<file path="src/logic/sm_cfg_pkg.sv">
`default_nettype none

package sm_cfg_pkg;

  // bus and pin widths, all fixed by the SelectMAP x8 pinout
  localparam int unsigned SM_ADDR_W  = 2;
  localparam int unsigned SM_BYTE_W  = 8;
  localparam int unsigned SM_COUNT_W = 16;
  localparam int unsigned SM_MODE_W  = 3;

  typedef logic [SM_ADDR_W-1:0]  sm_addr_t;
  typedef logic [SM_BYTE_W-1:0]  sm_byte_t;
  typedef logic [SM_COUNT_W-1:0] sm_count_t;
  typedef logic [SM_MODE_W-1:0]  sm_mode_t;

  // register map
  localparam sm_addr_t REG_SM_STATUS = 2'd0;
  localparam sm_addr_t REG_SM_OREGS  = 2'd1;
  localparam sm_addr_t REG_SM_DATA   = 2'd2;
  localparam sm_addr_t REG_SM_CTRL   = 2'd3;

  // M[2:0] strapping for slave SelectMAP
  localparam sm_mode_t SM_MODE_SLAVE_SELECTMAP = 3'b110;

  // STATUS fields
  localparam int unsigned STATUS_INIT_N  = 0;
  localparam int unsigned STATUS_DONE    = 1;
  localparam int unsigned STATUS_BUSY    = 2;
  localparam int unsigned STATUS_SM_BUSY = 3;
  localparam int unsigned STATUS_CRC_ERR = 4;

  // OREGS fields
  localparam int unsigned OREGS_PROG_N   = 0;
  localparam int unsigned OREGS_INIT_N_O = 1;
  localparam int unsigned OREGS_RDWR_N   = 2;

  // CTRL fields, crc_clr is write-only
  localparam int unsigned CTRL_INIT_N_OEN = 0;
  localparam int unsigned CTRL_CRC_CLR    = 1;

endpackage

`default_nettype wire

</file>
<file path="src/logic/sm_ctrl_regs.sv">
`timescale 1ns/1ps
`default_nettype none

module sm_ctrl_regs
  import sm_cfg_pkg::*;
(
  input  wire      epb_clk,
  input  wire      wb_rst_i,
  input  wire      wb_cyc_i,
  input  wire      wb_stb_i,
  input  wire      wb_we_i,
  input  sm_addr_t wb_adr_i,
  input  sm_byte_t wb_dat_i,
  output sm_byte_t wb_dat_o,
  output logic     wb_ack_o,
  input  wire      sm_busy_i,
  input  wire      sync_init_n_i,
  input  wire      sync_done_i,
  input  wire      sync_busy_i,
  input  wire      crc_err_i,
  input  sm_byte_t count_byte_i,
  output logic     prog_n_o,
  output logic     rdwr_n_o,
  output logic     init_n_o,
  output logic     init_n_oen_o,
  output logic     crc_clr_o,
  output logic     prog_n_wr_o
);

  logic wb_trans;
  logic wr_en;
  sm_byte_t status_word;
  sm_byte_t oregs_word;
  sm_byte_t ctrl_word;

  // a transfer is taken once; the ack cycle itself is ignored
  assign wb_trans = wb_cyc_i & wb_stb_i & ~wb_ack_o;
  assign wr_en    = wb_trans & wb_we_i;

  always_ff @(posedge epb_clk) begin
    if (wb_rst_i) begin
      wb_ack_o <= 1'b0;
    end else begin
      wb_ack_o <= wb_trans;
    end
  end

  always_ff @(posedge epb_clk) begin
    if (wb_rst_i) begin
      prog_n_o     <= 1'b1;
      rdwr_n_o     <= 1'b0;
      init_n_o     <= 1'b1;
      init_n_oen_o <= 1'b1;
    end else if (wr_en) begin
      case (wb_adr_i)
        REG_SM_OREGS: begin
          prog_n_o <= wb_dat_i[OREGS_PROG_N];
          init_n_o <= wb_dat_i[OREGS_INIT_N_O];
          rdwr_n_o <= wb_dat_i[OREGS_RDWR_N];
        end
        REG_SM_CTRL: begin
          init_n_oen_o <= wb_dat_i[CTRL_INIT_N_OEN];
        end
        default: begin
        end
      endcase
    end
  end

  // strobes act on the same edge as the write
  assign crc_clr_o   = wr_en && (wb_adr_i == REG_SM_CTRL) && wb_dat_i[CTRL_CRC_CLR];
  assign prog_n_wr_o = wr_en && (wb_adr_i == REG_SM_OREGS) && !wb_dat_i[OREGS_PROG_N];

  always_comb begin
    status_word = '0;
    status_word[STATUS_INIT_N]  = sync_init_n_i;
    status_word[STATUS_DONE]    = sync_done_i;
    status_word[STATUS_BUSY]    = sync_busy_i;
    status_word[STATUS_SM_BUSY] = sm_busy_i;
    status_word[STATUS_CRC_ERR] = crc_err_i;
  end

  always_comb begin
    oregs_word = '0;
    oregs_word[OREGS_PROG_N]   = prog_n_o;
    oregs_word[OREGS_INIT_N_O] = init_n_o;
    oregs_word[OREGS_RDWR_N]   = rdwr_n_o;
  end

  // crc_clr is not stored, so it reads back as 0
  always_comb begin
    ctrl_word = '0;
    ctrl_word[CTRL_INIT_N_OEN] = init_n_oen_o;
  end

  always_comb begin
    case (wb_adr_i)
      REG_SM_STATUS: wb_dat_o = status_word;
      REG_SM_OREGS:  wb_dat_o = oregs_word;
      REG_SM_DATA:   wb_dat_o = count_byte_i;
      REG_SM_CTRL:   wb_dat_o = ctrl_word;
      default:       wb_dat_o = '0;
    endcase
  end

  // a master holding stb through the ack must not see a second ack
  a_single_ack: assert property (
    @(posedge epb_clk) disable iff (wb_rst_i)
    wb_ack_o |=> !wb_ack_o
  );

endmodule

`default_nettype wire

</file>
<file path="src/logic/sm_data_strobe.sv">
`timescale 1ns/1ps
`default_nettype none

module sm_data_strobe
  import sm_cfg_pkg::*;
(
  input  wire      epb_clk,
  input  wire      wb_rst_i,
  input  wire      sm_cs_n_i,
  input  sm_byte_t sm_data_i,
  input  wire      prog_n_i,
  input  wire      prog_n_wr_i,
  output sm_byte_t v5c_d_o,
  output logic     v5c_cs_n_o,
  output sm_byte_t count_byte_o
);

  logic      cs_n_smp;
  logic      cs_n_prev;
  sm_byte_t  data_smp;
  logic      sm_strb;
  sm_count_t byte_count;

  // sample cs and data together so the byte matches the low sample
  always_ff @(posedge epb_clk) begin
    if (wb_rst_i) begin
      cs_n_smp  <= 1'b1;
      cs_n_prev <= 1'b1;
    end else begin
      cs_n_smp  <= sm_cs_n_i;
      cs_n_prev <= cs_n_smp;
    end
  end

  always_ff @(posedge epb_clk) begin
    data_smp <= sm_data_i;
  end

  assign sm_strb = cs_n_prev & ~cs_n_smp;

  always_ff @(posedge epb_clk) begin
    if (wb_rst_i) begin
      v5c_cs_n_o <= 1'b1;
    end else begin
      v5c_cs_n_o <= ~sm_strb;
    end
  end

  always_ff @(posedge epb_clk) begin
    if (sm_strb) begin
      v5c_d_o <= data_smp;
    end
  end

  // count restarts with each PROGRAM_B cycle of the target
  always_ff @(posedge epb_clk) begin
    if (wb_rst_i || prog_n_wr_i || !prog_n_i) begin
      byte_count <= '0;
    end else if (sm_strb) begin
      byte_count <= byte_count + 1'b1;
    end
  end

  assign count_byte_o = byte_count[SM_BYTE_W-1:0];

  // each host byte gives exactly one target chip-select cycle
  a_cs_pulse: assert property (
    @(posedge epb_clk) disable iff (wb_rst_i)
    !v5c_cs_n_o |=> v5c_cs_n_o
  );

endmodule

`default_nettype wire

</file>
<file path="src/logic/sm_pin_monitor.sv">
`timescale 1ns/1ps
`default_nettype none

module sm_pin_monitor (
  input  wire  epb_clk,
  input  wire  wb_rst_i,
  input  wire  v5c_done_i,
  input  wire  v5c_busy_i,
  input  wire  v5c_init_n_i,
  input  wire  prog_n_i,
  input  wire  crc_clr_i,
  output logic sync_done_o,
  output logic sync_busy_o,
  output logic sync_init_n_o,
  output logic crc_err_o
);

  logic done_meta;
  logic busy_meta;
  logic init_n_meta;
  logic init_n_prev;
  logic init_n_fall;

  // two-flop synchronizers, init_n idles high
  always_ff @(posedge epb_clk) begin
    if (wb_rst_i) begin
      done_meta     <= 1'b0;
      busy_meta     <= 1'b0;
      init_n_meta   <= 1'b1;
      sync_done_o   <= 1'b0;
      sync_busy_o   <= 1'b0;
      sync_init_n_o <= 1'b1;
    end else begin
      done_meta     <= v5c_done_i;
      busy_meta     <= v5c_busy_i;
      init_n_meta   <= v5c_init_n_i;
      sync_done_o   <= done_meta;
      sync_busy_o   <= busy_meta;
      sync_init_n_o <= init_n_meta;
    end
  end

  always_ff @(posedge epb_clk) begin
    if (wb_rst_i) begin
      init_n_prev <= 1'b1;
    end else begin
      init_n_prev <= sync_init_n_o;
    end
  end

  assign init_n_fall = init_n_prev & ~sync_init_n_o;

  // INIT_B pulled low after configuration started means a CRC error
  // clear has priority over a new set
  always_ff @(posedge epb_clk) begin
    if (wb_rst_i) begin
      crc_err_o <= 1'b0;
    end else if (crc_clr_i) begin
      crc_err_o <= 1'b0;
    end else if (init_n_fall && prog_n_i) begin
      crc_err_o <= 1'b1;
    end
  end

  a_crc_clr: assert property (
    @(posedge epb_clk) disable iff (wb_rst_i)
    crc_clr_i |=> !crc_err_o
  );

endmodule

`default_nettype wire

</file>
<file path="src/logic/v5c_sm_top.sv">
`timescale 1ns/1ps
`default_nettype none

module v5c_sm_top
  import sm_cfg_pkg::*;
(
  input  wire      epb_clk,
  input  wire      wb_rst_i,
  input  wire      wb_cyc_i,
  input  wire      wb_stb_i,
  input  wire      wb_we_i,
  input  sm_addr_t wb_adr_i,
  input  sm_byte_t wb_dat_i,
  output sm_byte_t wb_dat_o,
  output logic     wb_ack_o,
  input  wire      sm_cs_n_i,
  input  sm_byte_t sm_data_i,
  input  wire      sm_busy_i,
  input  wire      v5c_done_i,
  input  wire      v5c_busy_i,
  input  wire      v5c_init_n_i,
  output sm_byte_t v5c_d_o,
  output logic     v5c_cs_n_o,
  output logic     v5c_rdwr_n_o,
  output logic     v5c_prog_n_o,
  output logic     v5c_init_n_o,
  output logic     v5c_init_n_oen_o,
  output sm_mode_t v5c_mode_o
);

  logic     sync_done;
  logic     sync_busy;
  logic     sync_init_n;
  logic     crc_err;
  logic     crc_clr;
  logic     prog_n_wr;
  sm_byte_t count_byte;

  assign v5c_mode_o = SM_MODE_SLAVE_SELECTMAP;

  sm_ctrl_regs u_regs (
    .epb_clk       (epb_clk),
    .wb_rst_i      (wb_rst_i),
    .wb_cyc_i      (wb_cyc_i),
    .wb_stb_i      (wb_stb_i),
    .wb_we_i       (wb_we_i),
    .wb_adr_i      (wb_adr_i),
    .wb_dat_i      (wb_dat_i),
    .wb_dat_o      (wb_dat_o),
    .wb_ack_o      (wb_ack_o),
    .sm_busy_i     (sm_busy_i),
    .sync_init_n_i (sync_init_n),
    .sync_done_i   (sync_done),
    .sync_busy_i   (sync_busy),
    .crc_err_i     (crc_err),
    .count_byte_i  (count_byte),
    .prog_n_o      (v5c_prog_n_o),
    .rdwr_n_o      (v5c_rdwr_n_o),
    .init_n_o      (v5c_init_n_o),
    .init_n_oen_o  (v5c_init_n_oen_o),
    .crc_clr_o     (crc_clr),
    .prog_n_wr_o   (prog_n_wr)
  );

  sm_data_strobe u_strobe (
    .epb_clk      (epb_clk),
    .wb_rst_i     (wb_rst_i),
    .sm_cs_n_i    (sm_cs_n_i),
    .sm_data_i    (sm_data_i),
    .prog_n_i     (v5c_prog_n_o),
    .prog_n_wr_i  (prog_n_wr),
    .v5c_d_o      (v5c_d_o),
    .v5c_cs_n_o   (v5c_cs_n_o),
    .count_byte_o (count_byte)
  );

  sm_pin_monitor u_mon (
    .epb_clk       (epb_clk),
    .wb_rst_i      (wb_rst_i),
    .v5c_done_i    (v5c_done_i),
    .v5c_busy_i    (v5c_busy_i),
    .v5c_init_n_i  (v5c_init_n_i),
    .prog_n_i      (v5c_prog_n_o),
    .crc_clr_i     (crc_clr),
    .sync_done_o   (sync_done),
    .sync_busy_o   (sync_busy),
    .sync_init_n_o (sync_init_n),
    .crc_err_o     (crc_err)
  );

endmodule

`default_nettype wire

</file>
<file path="config.mk">
export PLATFORM = sky130hd
export DESIGN_NAME = v5c_sm_top
export DESIGN_NICKNAME = d
export VERILOG_FILES = /design/src/logic/sm_cfg_pkg.sv /design/src/logic/sm_ctrl_regs.sv /design/src/logic/sm_data_strobe.sv /design/src/logic/sm_pin_monitor.sv /design/src/logic/v5c_sm_top.sv
export SDC_FILE = /design/constraint.sdc
export NUM_CORES = 1
export LEC_CHECK = 0
export BUFFER_PORTS_ARGS = -buffer_cell sky130_fd_sc_hd__buf_2
export CELL_PAD_IN_SITES_DETAIL_PLACEMENT = 0
export CELL_PAD_IN_SITES_GLOBAL_PLACEMENT = 1
export CORE_ASPECT_RATIO = 1.4
export CORE_UTILIZATION = 35
export DETAILED_ROUTE_END_ITERATION = 6
export GPL_TIMING_DRIVEN = 0
export PLACE_DENSITY = 0.72
export SLEW_MARGIN = 20
export SYNTH_ARGS = -nofsm -noshare
export SYNTH_HDL_FRONTEND = slang
export SYNTH_SLANG_ARGS = --single-unit
export TNS_END_PERCENT = 30
</file>
<file path="constraint.sdc">
create_clock -name epb_clk -period 2.8 [get_ports epb_clk]
set_input_delay 0 -clock epb_clk [delete_from_list [all_inputs] [get_ports epb_clk]]
set_output_delay 0 -clock epb_clk [all_outputs]
set_load 0.02 [all_outputs]
</file>
==> flow_metrics.py, run 1 <==
metrics = {
    "power": {
        "p_total_uw": 1190,
        "power.density_nw_per_um2": 596,
        "cellLeakagePower_uw": 0.000869,
        "ir_drop_mv": 0.442,
    },
    "drt": {
        "via_per_inst": 4.86,
        "drcViolationCount": 6,
        "wirelength_um": 2770,
        "vias": 1147,
        "drt_iter0_drc": 31,
        "detail-route-antenna-nets": 0,
        "post_drt_wl_per_cell_um": 11.8,
        "dr.pass1.iters": 6,
    },
    "setup_path": {
        "endpoint": "u_strobe.byte_count[1]$_SDFFE_PP0P_",
        "rr_startpoint": "u_regs.wb_ack_o$_SDFF_PP0_",
        "cp-start-kind": "flop",
        "critPathRequiredTime_ns": 2.96,
        "path_max_fanout": 9,
        "r2r-end": "u_strobe.byte_count[1]$_SDFFE_PP0P_",
        "reg2reg_slack_ns": 1.38,
        "crit_start": "u_regs.wb_ack_o$_SDFF_PP0_",
        "arrival_ns": 1.59,
        "rr_worst_depth": 3,
        "crit_type": "reg -> reg",
        "cp-end-kind": "flop",
    },
    "logic_synthesis": {
        "ys_ff_latch": 40,
        "synth_warnings": 0,
        "synth_area_um2": 1460,
        "yosysSeqAreaShare": 0.602,
        "syn_inst": 127,
        "syn_avg_cell_area_um2": 11.5,
        "synth_cell_types": 33,
    },
    "timing": {
        "finalSetupViolations": 0,
        "finalSetupTns_ns": 0,
        "finalHoldViolations": 0,
        "fin_crit_sh": 0.507,
        "fmax_mhz": 704,
        "fin_worst_skew_ns": 0.00275,
        "rsz0062_at_grt": "no",
        "period_minus_slack_ns": 1.42,
        "maxSlewViolCount": 0,
    },
    "clocking": {
        "cts_post_setup_buffers_inserted": 0,
        "root_buffer": "clkbuf_8",
        "clk_path_buf_depth": 2,
        "cts_resized": 0,
        "cts.sinks": 40,
        "cts_hold_buf": 15,
        "clock_latency_ns": 0.29,
        "cts_tree": "yes",
        "cts_buffers": 5,
        "cts_max_level": 2,
        "clk_pin_slew_ns": 0.07,
    },
    "floorplan": {
        "die-area_um2": 4450,
        "dieWidth_um": 56.7,
        "core.rowCount": 27,
        "initial_core_util": 0.367,
        "core_area_um2": 3990,
        "boundaryPins": 53,
        "die_h_um": 78.5,
    },
    "global_route": {
        "grt_pass1_wl_um": 4810,
        "grtUsageTotal": 0.143,
        "grt-ovfl-total": 0,
        "antenna_found_initial": 0,
        "grt_max_degree": 15,
        "grt_pass1_vias": 1102,
    },
    "flow_run": {
        "maxCapViolCount": 0,
    },
    "worst_hold_path": {
        "hold-path-cell-count": 3,
        "hp-start": "wb_dat_i[0]",
        "hold_class": "in -> reg",
    },
    "placed_design": {
        "io_buffers": 42,
        "place.gp.congestion": 0.761,
        "dp_hpwl_um": 2010,
    },
    "final_layout": {
        "nFillCells": 383,
        "drive_above_1_share": 0.332,
        "n_antenna_cell": 0,
        "nets": 221,
        "area_delta_synth_final_pct": 36.5,
        "largest_registers": "u_strobe.byte_count: 8 flops, u_strobe.data_smp: 8 flops, u_strobe.v5c_d_o: 8 flops",
    },
    "run_status": {
        "status": "finished, violations left",
        "violations": "DRC",
    },
}
## placed cells by master (no fill, tap or decap), drive strengths merged, types with 6 or more instances in the layout
cell and instances:
o21ai 10, clkbuf 6, dfxtp 32, buf 47
dlygate4sd3 15, a21oi 6, nand3 6, nor2 7
edfxtp 8
## critical path: stages, from the launching register on
cell      delay [ns]
dfxtp_1         0.32
nand3b_1        0.34
o311ai_4        0.54
nor2_1          0.10
## routing by layer
metal | global-route usage | part of all wire | vias to the layer above
met5 | 0 | 0 | -
met4 | 0.0900 | 0.025 | 0
met3 | 0.0412 | 0.047 | 4
met2 | 0.242 | 0.52 | 30
met1 | 0.154 | 0.41 | 542
li1 | - | - | 571
## worst min-delay path by stage
stage,to
finish,u_regs.init_n_oen_o$_SDFFE_PP1P_
global route,u_regs.init_n_oen_o$_SDFFE_PP1P_
CTS,u_regs.init_n_oen_o$_SDFFE_PP1P_
detailed placement,u_strobe.data_smp[6]$_DFF_P_
global placement,u_strobe.data_smp[3]$_DFF_P_
floorplan,u_strobe.data_smp[0]$_DFF_P_
## cells in the mapped netlist
cell type  number  area, um^2
conb_1          2        7.51
nand4_1         1        6.26
or4_4           1        11.3
o21ai_0        10        50.1
nor2_1          7        26.3
or2_2           4        25.0
inv_1           5        18.8
a211oi_1        1        7.51
nand4b_1        1        8.76
mux2i_1         5        50.1
xnor2_1         2        17.5
buf_4           3        22.5
buf_2           2        10.0
dfxtp_1        32         641
a21oi_2         1        8.76
mux4_2          1        22.5
ha_1            1        12.5
clkbuf_1        1        3.75
nand4b_4        1        23.8
o311ai_0        2        17.5
edfxtp_1        8         240
and2b_1         1        7.51
o31ai_1         1        7.51
nand3_1         6        30.0
or3_1           4        25.0
and2_1          3        18.8
nand3b_1        3        22.5
a21oi_1         5        25.0
nand2_1         4        15.0
and3b_1         2        17.5
nor2b_1         5        31.3
o311ai_4        1        26.3
a31oi_1         1        6.26
## metrics by stage
stage / area, um^2 / std cells / util / hold slack (ns) / setup slack [ns]
detailed placement: 1730 / 213 / 0.434 / 0.105 / 1.39
global route: 2000 / 236 / 0.501 / 0.0802 / 1.26
global placement: 1730 / 213 / 0.434 / 0.102 / 1.42
floorplan: 1470 / 128 / - / 0.0277 / 1.48
finish: 2000 / 236 / 0.501 / 0.0657 / 1.38
CTS: 2000 / 236 / 0.501 / 0.0661 / 1.37
## area by class of cell
class	count	area, um^2	area share
inverter	5	18.8	0.00939
multi-input combinational	77	532	0.266
clock inverter	3	47.5	0.0238
timing repair buffer	57	360	0.180
clock buffer	5	68.8	0.0344
tap	43	53.8	0.0269
buffer	6	36.3	0.0182
sequential	40	881	0.441
## power by group
group          internal [uW]  leakage [uW]  switching [uW]  total, uW
Sequential               609      0.000338            9.66        619
Combinational           52.0      0.000472            53.1        105
Clock                    268     0.0000583             198        466
Total                    929      0.000869             261       1190
## cell families (layout without fill, tap and decap cells)
group                    count (synthesis)  in the layout  synth area share
multiplexers                             6              6            0.0496
AND/OR/NAND/NOR                         43             43             0.184
XOR/XNOR                                 2              2            0.0120
flip-flops                              40             40             0.602
AO/OA/AOI/OAI                           22             22             0.102
adder cells (fa/ha/maj)                  1              1           0.00855
buffers and inverters                   11             76            0.0376
other                                    2              3           0.00513
Power figures use the tool's default switching activity.
==> run 2, diff against run 1 <==
ABC_AREA = 1   (was default)
PLACE_DENSITY = 0.74   (was 0.72)
clock period = 1.36 ns   (was 2.8 ns; I/O delays follow)
==> flow_metrics.py, run 2 <==
metrics = {
    "power": {
        "internal-power_uw": 1910,
        "sw_frac_of_total": 0.226,
        "ir_drop_mv": 0.853,
        "power_frac_clock": 0.392,
        "cellLeakagePower_uw": 0.000956,
        "power.density_nw_per_um2": 1200,
        "combPwrFrac": 0.092,
        "p_sw_uw": 558,
        "power_frac_seq": 0.516,
    },
    "drt": {
        "via_per_inst": 4.36,
        "dr.pass1.iters": 7,
        "drt_iter0_drc": 27,
        "detail-route-antenna-nets": 0,
        "drcViolationCount": 2,
        "vias": 1233,
        "post_drt_wl_per_cell_um": 10.0,
        "wirelength_um": 2830,
    },
    "setup_path": {
        "rr_worst_depth": 7,
        "rr_startpoint": "u_strobe.cs_n_smp$_SDFF_PP1_",
        "critPathRequiredTime_ns": 1.55,
        "slowest_stage": "dfxtp_1",
        "crit_start": "u_strobe.cs_n_smp$_SDFF_PP1_",
        "arrival_ns": 1.36,
        "reg2reg_slack_ns": 0.19,
        "crit_type": "reg -> reg",
        "r2r-end": "u_strobe.byte_count[1]$_SDFFE_PP0P_",
        "critPathMaxStageDelay_ns": 0.31,
        "crit_buf_inv": 3,
        "path_max_fanout": 10,
        "cp-end-kind": "flop",
        "crit_chain": "inv_1 -> nand2_1 -> clkinvlp_4 -> nand2_1 -> nand2_1 -> inv_1 -> nor2_1",
        "endpoint": "u_strobe.byte_count[1]$_SDFFE_PP0P_",
        "cp-start-kind": "flop",
        "crit_family": "buffers and inverters",
        "crit_top_cell": "nand2_1",
        "crit_cells": 7,
    },
    "final_layout": {
        "regArea_um2": 882,
        "final_common_cell": "buf_2",
        "area_delta_synth_final_pct": 37.2,
        "final_cell_mix": "buf_2, nand2_1, dfxtp_1",
        "utilization": 0.513,
        "n_antenna_cell": 0,
        "multiInputGateArea_um2": 500,
        "largest_registers": "u_strobe.byte_count: 8 flops, u_strobe.data_smp: 8 flops, u_strobe.v5c_d_o: 8 flops",
        "nFillCells": 392,
        "nets": 268,
        "drive_above_1_share": 0.300,
    },
    "floorplan": {
        "die-area_um2": 4560,
        "die_h_um": 79.5,
        "core.rowCount": 27,
        "boundaryPins": 53,
        "dieWidth_um": 57.4,
        "core_area_um2": 4020,
        "initial_core_util": 0.374,
    },
    "logic_synthesis": {
        "yosysSeqAreaShare": 0.586,
        "synth_warnings": 0,
        "ys_ff_latch": 40,
        "synth_simple_gate_area_frac": 0.277,
        "syn_avg_cell_area_um2": 8.79,
        "synth_flop_cell": "dfxtp_1",
        "synth_fa_ha_area_frac": 0.00833,
        "ys_top_cells_by_count": "nand2_1, dfxtp_1, nor2_1, inv_1",
        "synth.area.top_cells": "dfxtp_1, edfxtp_1, nand2_1",
        "synth.most_common_cell": "nand2_1",
        "synth_cell_types": 26,
        "muxShareOfSynthArea": 0,
        "synth_area_um2": 1500,
        "netlist.area_leader.share": 0.426,
        "synth_top_family_by_area": "simple AND/OR/NAND/NOR gates",
        "synth_area_leader_cell": "dfxtp_1",
        "synth_edf_count": 8,
        "synth-xor-area-share": 0.00583,
        "synth_compound_area_frac": 0.0341,
        "syn_inst": 171,
        "async_reset_ff_frac": 0,
    },
    "run_status": {
        "violations": "DRC",
        "status": "finished, violations left",
    },
    "placed_design": {
        "place.gp.congestion": 0.739,
        "dp_hpwl_um": 2150,
        "io_buffers": 44,
    },
    "global_route": {
        "grt_pass1_vias": 1208,
        "grt-ovfl-total": 0,
        "antenna_found_initial": 0,
        "grt_pass1_wl_um": 4960,
        "grt_max_degree": 15,
        "grtUsageTotal": 0.145,
    },
    "timing": {
        "fin_crit_sh": 0.864,
        "fmax_mhz": 851,
        "finalHoldViolations": 0,
        "whs_ns": 0.0120,
        "rsz0062_at_grt": "no",
        "period_minus_slack_ns": 1.17,
        "maxSlewViolCount": 0,
        "finalSetupViolations": 0,
        "fin_worst_skew_ns": 0.00364,
        "finalSetupTns_ns": 0,
    },
    "clocking": {
        "cts_max_level": 2,
        "cts.sinks": 40,
        "root_buffer": "clkbuf_8",
        "clk_path_buf_depth": 2,
        "clk_pin_slew_ns": 0.08,
        "cts_post_setup_buffers_inserted": 0,
        "clock_latency_ns": 0.29,
        "cts_tree": "yes",
        "cts_buffers": 5,
    },
    "worst_hold_path": {
        "hold_class": "in -> reg",
    },
    "flow_run": {
        "maxCapViolCount": 0,
    },
}
==> run 2: cell count changes after synthesis, sizes merged, moves of 4 or more <==
| cell | delta |
|---|---|
| nand2 | +39 |
| inv | +18 |
| nor2b | -5 |
| mux2i | -5 |
| a21oi | -6 |
| nor2 | +21 |
| or3 | -4 |
| nand3 | +4 |
==> run 2: final cells by class <==
class                      count  area share
multi-input combinational    104       0.243
sequential                    40       0.428
clock buffer                   5      0.0334
timing repair buffer          60       0.184
clock inverter                 3      0.0231
inverter                      24      0.0461
tap                           43      0.0261
buffer                         4      0.0164
==> run 2: how the worst min path moves through the flow <==
stage	startpoint	end	slack [ns]	cells past startpoint
after detailed placement	sm_data_i[6]	u_strobe.data_smp[6]$_DFF_P_	0.10	1
final	wb_stb_i	u_regs.wb_ack_o$_SDFF_PP0_	0.01	3
after CTS	wb_stb_i	u_regs.wb_ack_o$_SDFF_PP0_	0.009	3
after global placement	sm_data_i[3]	u_strobe.data_smp[3]$_DFF_P_	0.10	1
after global routing	wb_cyc_i	u_regs.wb_ack_o$_SDFF_PP0_	0.03	3
after floorplan	sm_data_i[0]	u_strobe.data_smp[0]$_DFF_P_	0.03	0
==> run 2: power groups by stage <==
stage          clock network, uW  registers (uW)  logic, uW
2_1_floorplan                  0            1320       98.0
3_3_place_gp                   0            1300        191
3_5_place_dp                   0            1300        193
4_1_cts                     1000            1270        229
5_1_grt                     1050            1280        251
6_report                     968            1270        227
==> run 2: metal layers <==
layer  track usage  part of all wire  vias to the layer above
met2         0.253              0.51                       31
li1              -                 -                      659
met5             0                 0                        -
met1         0.156              0.43                      537
met4        0.0732             0.024                        0
met3        0.0438             0.044                        6
==> run 2: kinds of logic (layout without fill, tap and decap cells) <==
| group | Yosys count | count (layout) |
|---|---|---|
| AO/OA/AOI/OAI | 9 | 9 |
| AND/OR/NAND/NOR | 90 | 90 |
| adder cells (fa/ha/maj) | 1 | 1 |
| flip-flops | 40 | 40 |
| buffers and inverters | 28 | 96 |
| XOR/XNOR | 1 | 1 |
| other | 2 | 3 |
==> run 2: worst register-to-register path, cell delays in order (launching register included) <==
cell and delay (ns):
dfxtp_1 0.31, inv_1 0.09, nand2_1 0.18, clkinvlp_4 0.25, nand2_1 0.11, nand2_1 0.05
inv_1 0.04, nor2_1 0.03
==> run 2: metrics by stage <==
step | power [uW] | instance area (um^2) | worst slack, ns | instances
2_1_floorplan | 1410 | 1510 | 0.307 | 172
3_3_place_gp | 1490 | 1780 | 0.168 | 259
3_5_place_dp | 1490 | 1780 | 0.147 | 259
4_1_cts | 2500 | 2060 | 0.131 | 283
5_1_grt | 2580 | 2060 | 0.00125 | 283
6_report | 2470 | 2060 | 0.185 | 283
==> run 2: timing repair <==
item                                   4_1_cts  5_1_grt
endpoints found under the hold margin       17        0
gates resized for setup                      0        3
hold buffers                                16        0
setup endpoints to repair                    0        3
==> run 3, diff against run 2 <==
CORE_ASPECT_RATIO = default   (was 1.4)
==> flow_metrics.py, run 3 (synthesis gave the netlist of run 2 again) <==
metrics = {
    "final_layout": {
        "largest_registers": "u_strobe.byte_count: 8 flops, u_strobe.data_smp: 8 flops, u_strobe.v5c_d_o: 8 flops",
        "drive_above_1_share": 0.292,
        "final_common_cell": "buf_2",
        "nFillCells": 389,
        "n_antenna_cell": 0,
        "final_cell_mix": "buf_2, nand2_1, dfxtp_1",
        "nets": 268,
        "area_delta_synth_final_pct": 37.4,
    },
    "drt": {
        "drcViolationCount": 0,
        "drt_iter0_drc": 58,
        "via_per_inst": 4.24,
        "dr.pass1.iters": 4,
        "post_drt_wl_per_cell_um": 9.90,
        "vias": 1231,
        "wirelength_um": 2870,
        "detail-route-antenna-nets": 0,
    },
    "timing": {
        "fmax_mhz": 830,
        "whs_ns": 0.00260,
        "rsz0062_at_grt": "no",
        "fin_crit_sh": 0.885,
        "fin_worst_skew_ns": 0.00909,
        "finalHoldViolations": 0,
        "finalSetupTns_ns": 0,
        "period_minus_slack_ns": 1.20,
        "maxSlewViolCount": 0,
        "finalSetupViolations": 0,
    },
    "power": {
        "power.density_nw_per_um2": 1200,
        "ir_drop_mv": 0.601,
        "cellLeakagePower_uw": 0.000961,
    },
    "clocking": {
        "clk_path_buf_depth": 2,
        "clock_latency_ns": 0.29,
        "cts_resized": 0,
        "clk_pin_slew_ns": 0.08,
        "cts_max_level": 2,
        "cts_buffers": 5,
        "cts.sinks": 40,
        "root_buffer": "clkbuf_8",
        "cts_tree": "yes",
    },
    "setup_path": {
        "cp-start-kind": "flop",
        "arrival_ns": 1.43,
        "critPathMaxStageDelay_ns": 0.30,
        "crit_family": "buffers and inverters",
        "path_max_fanout": 10,
        "slowest_stage": "dfxtp_1",
        "crit_buf_inv": 3,
        "cp-end-kind": "flop",
        "crit_chain": "inv_1 -> nand2_1 -> inv_1 -> nand2_1 -> nand2_1 -> inv_1 -> nor2_1",
        "critPathRequiredTime_ns": 1.59,
        "crit_type": "reg -> reg",
    },
    "run_status": {
        "status": "finished, final reports clean",
    },
    "floorplan": {
        "initial_core_util": 0.370,
        "die_h_um": 67.5,
        "core_area_um2": 4060,
        "boundaryPins": 53,
        "core.rowCount": 23,
        "die-area_um2": 4560,
        "dieWidth_um": 67.5,
    },
    "placed_design": {
        "place.gp.congestion": 0.749,
        "dp_hpwl_um": 2090,
        "io_buffers": 44,
    },
    "worst_hold_path": {
        "hold_class": "in -> reg",
    },
    "flow_run": {
        "maxCapViolCount": 0,
    },
    "global_route": {
        "antenna_found_initial": 0,
        "grt_max_degree": 15,
        "grt_pass1_vias": 1160,
        "grt-ovfl-total": 0,
        "grtUsageTotal": 0.147,
        "grt_pass1_wl_um": 4870,
    },
}
run 3: cell count changes in the layout (fill, tap and decap cells not counted):
cell      delta
o21ai_1      -1
dfxtp_2      -1
clkinv_4     -2
dfxtp_1      +1
inv_1        +1
o21ai_0      +1
inv_6        +1
run 3: final timing paths:
check	slack, ns	to	cells after the start	from
max	0.16	u_strobe.byte_count[1]$_SDFFE_PP0P_	7	u_strobe.cs_n_smp$_SDFF_PP1_
min reg2reg	0.40	u_mon.sync_done_o$_SDFF_PP0_	2	u_mon.done_meta$_SDFF_PP0_
max reg2reg	0.16	u_strobe.byte_count[1]$_SDFFE_PP0P_	7	u_strobe.cs_n_smp$_SDFF_PP1_
min	0.003	u_regs.wb_ack_o$_SDFF_PP0_	3	wb_stb_i
run 3: tightest hold or removal path: cells and delay by family:
kind / cells / cell delay, ns
AND/OR/NAND/NOR: 2 / 0.16
buffers and inverters: 1 / 0.09
run 3: timing repair:
item,CTS,global route
hold buffers,16,0
hold endpoints to repair,17,0
setup buffers,0,0
run 3: per-stage QoR:
step,area [um^2],std cells,total power (uW),util,setup slack [ns]
6_report,2060,290,2470,0.509,0.156
5_1_grt,2060,290,2600,0.509,0.0155
4_1_cts,2060,290,2510,0.509,0.133
3_5_place_dp,1790,266,1490,0.441,0.145
3_3_place_gp,1790,266,1490,0.441,0.132
2_1_floorplan,1510,172,1410,-,0.307
run 3: final cells by class:
| class | count | area, um^2 | area share |
|---|---|---|---|
| Sequential cell | 40 | 881 | 0.427 |
| Clock buffer | 5 | 68.8 | 0.0333 |
| Buffer | 4 | 33.8 | 0.0164 |
| Timing Repair Buffer | 60 | 380 | 0.184 |
| Clock inverter | 3 | 46.3 | 0.0224 |
| Multi-Input combinational cell | 104 | 500 | 0.242 |
| Tap cell | 50 | 62.6 | 0.0303 |
| Inverter | 24 | 91.3 | 0.0442 |
run 3: metal layers:
metal	GRT usage	wire, um
met5	0	0
met4	0.0559	47
met3	0.0473	188
met2	0.240	1300
met1	0.179	1340
run 3: power breakdown:
group	total [uW]	leakage [uW]	internal (uW)	switching, uW
Combinational	227	0.000567	103	124
Sequential	1270	0.000338	1250	18.2
Clock	975	0.0000548	552	423
Total	2470	0.000961	1910	565
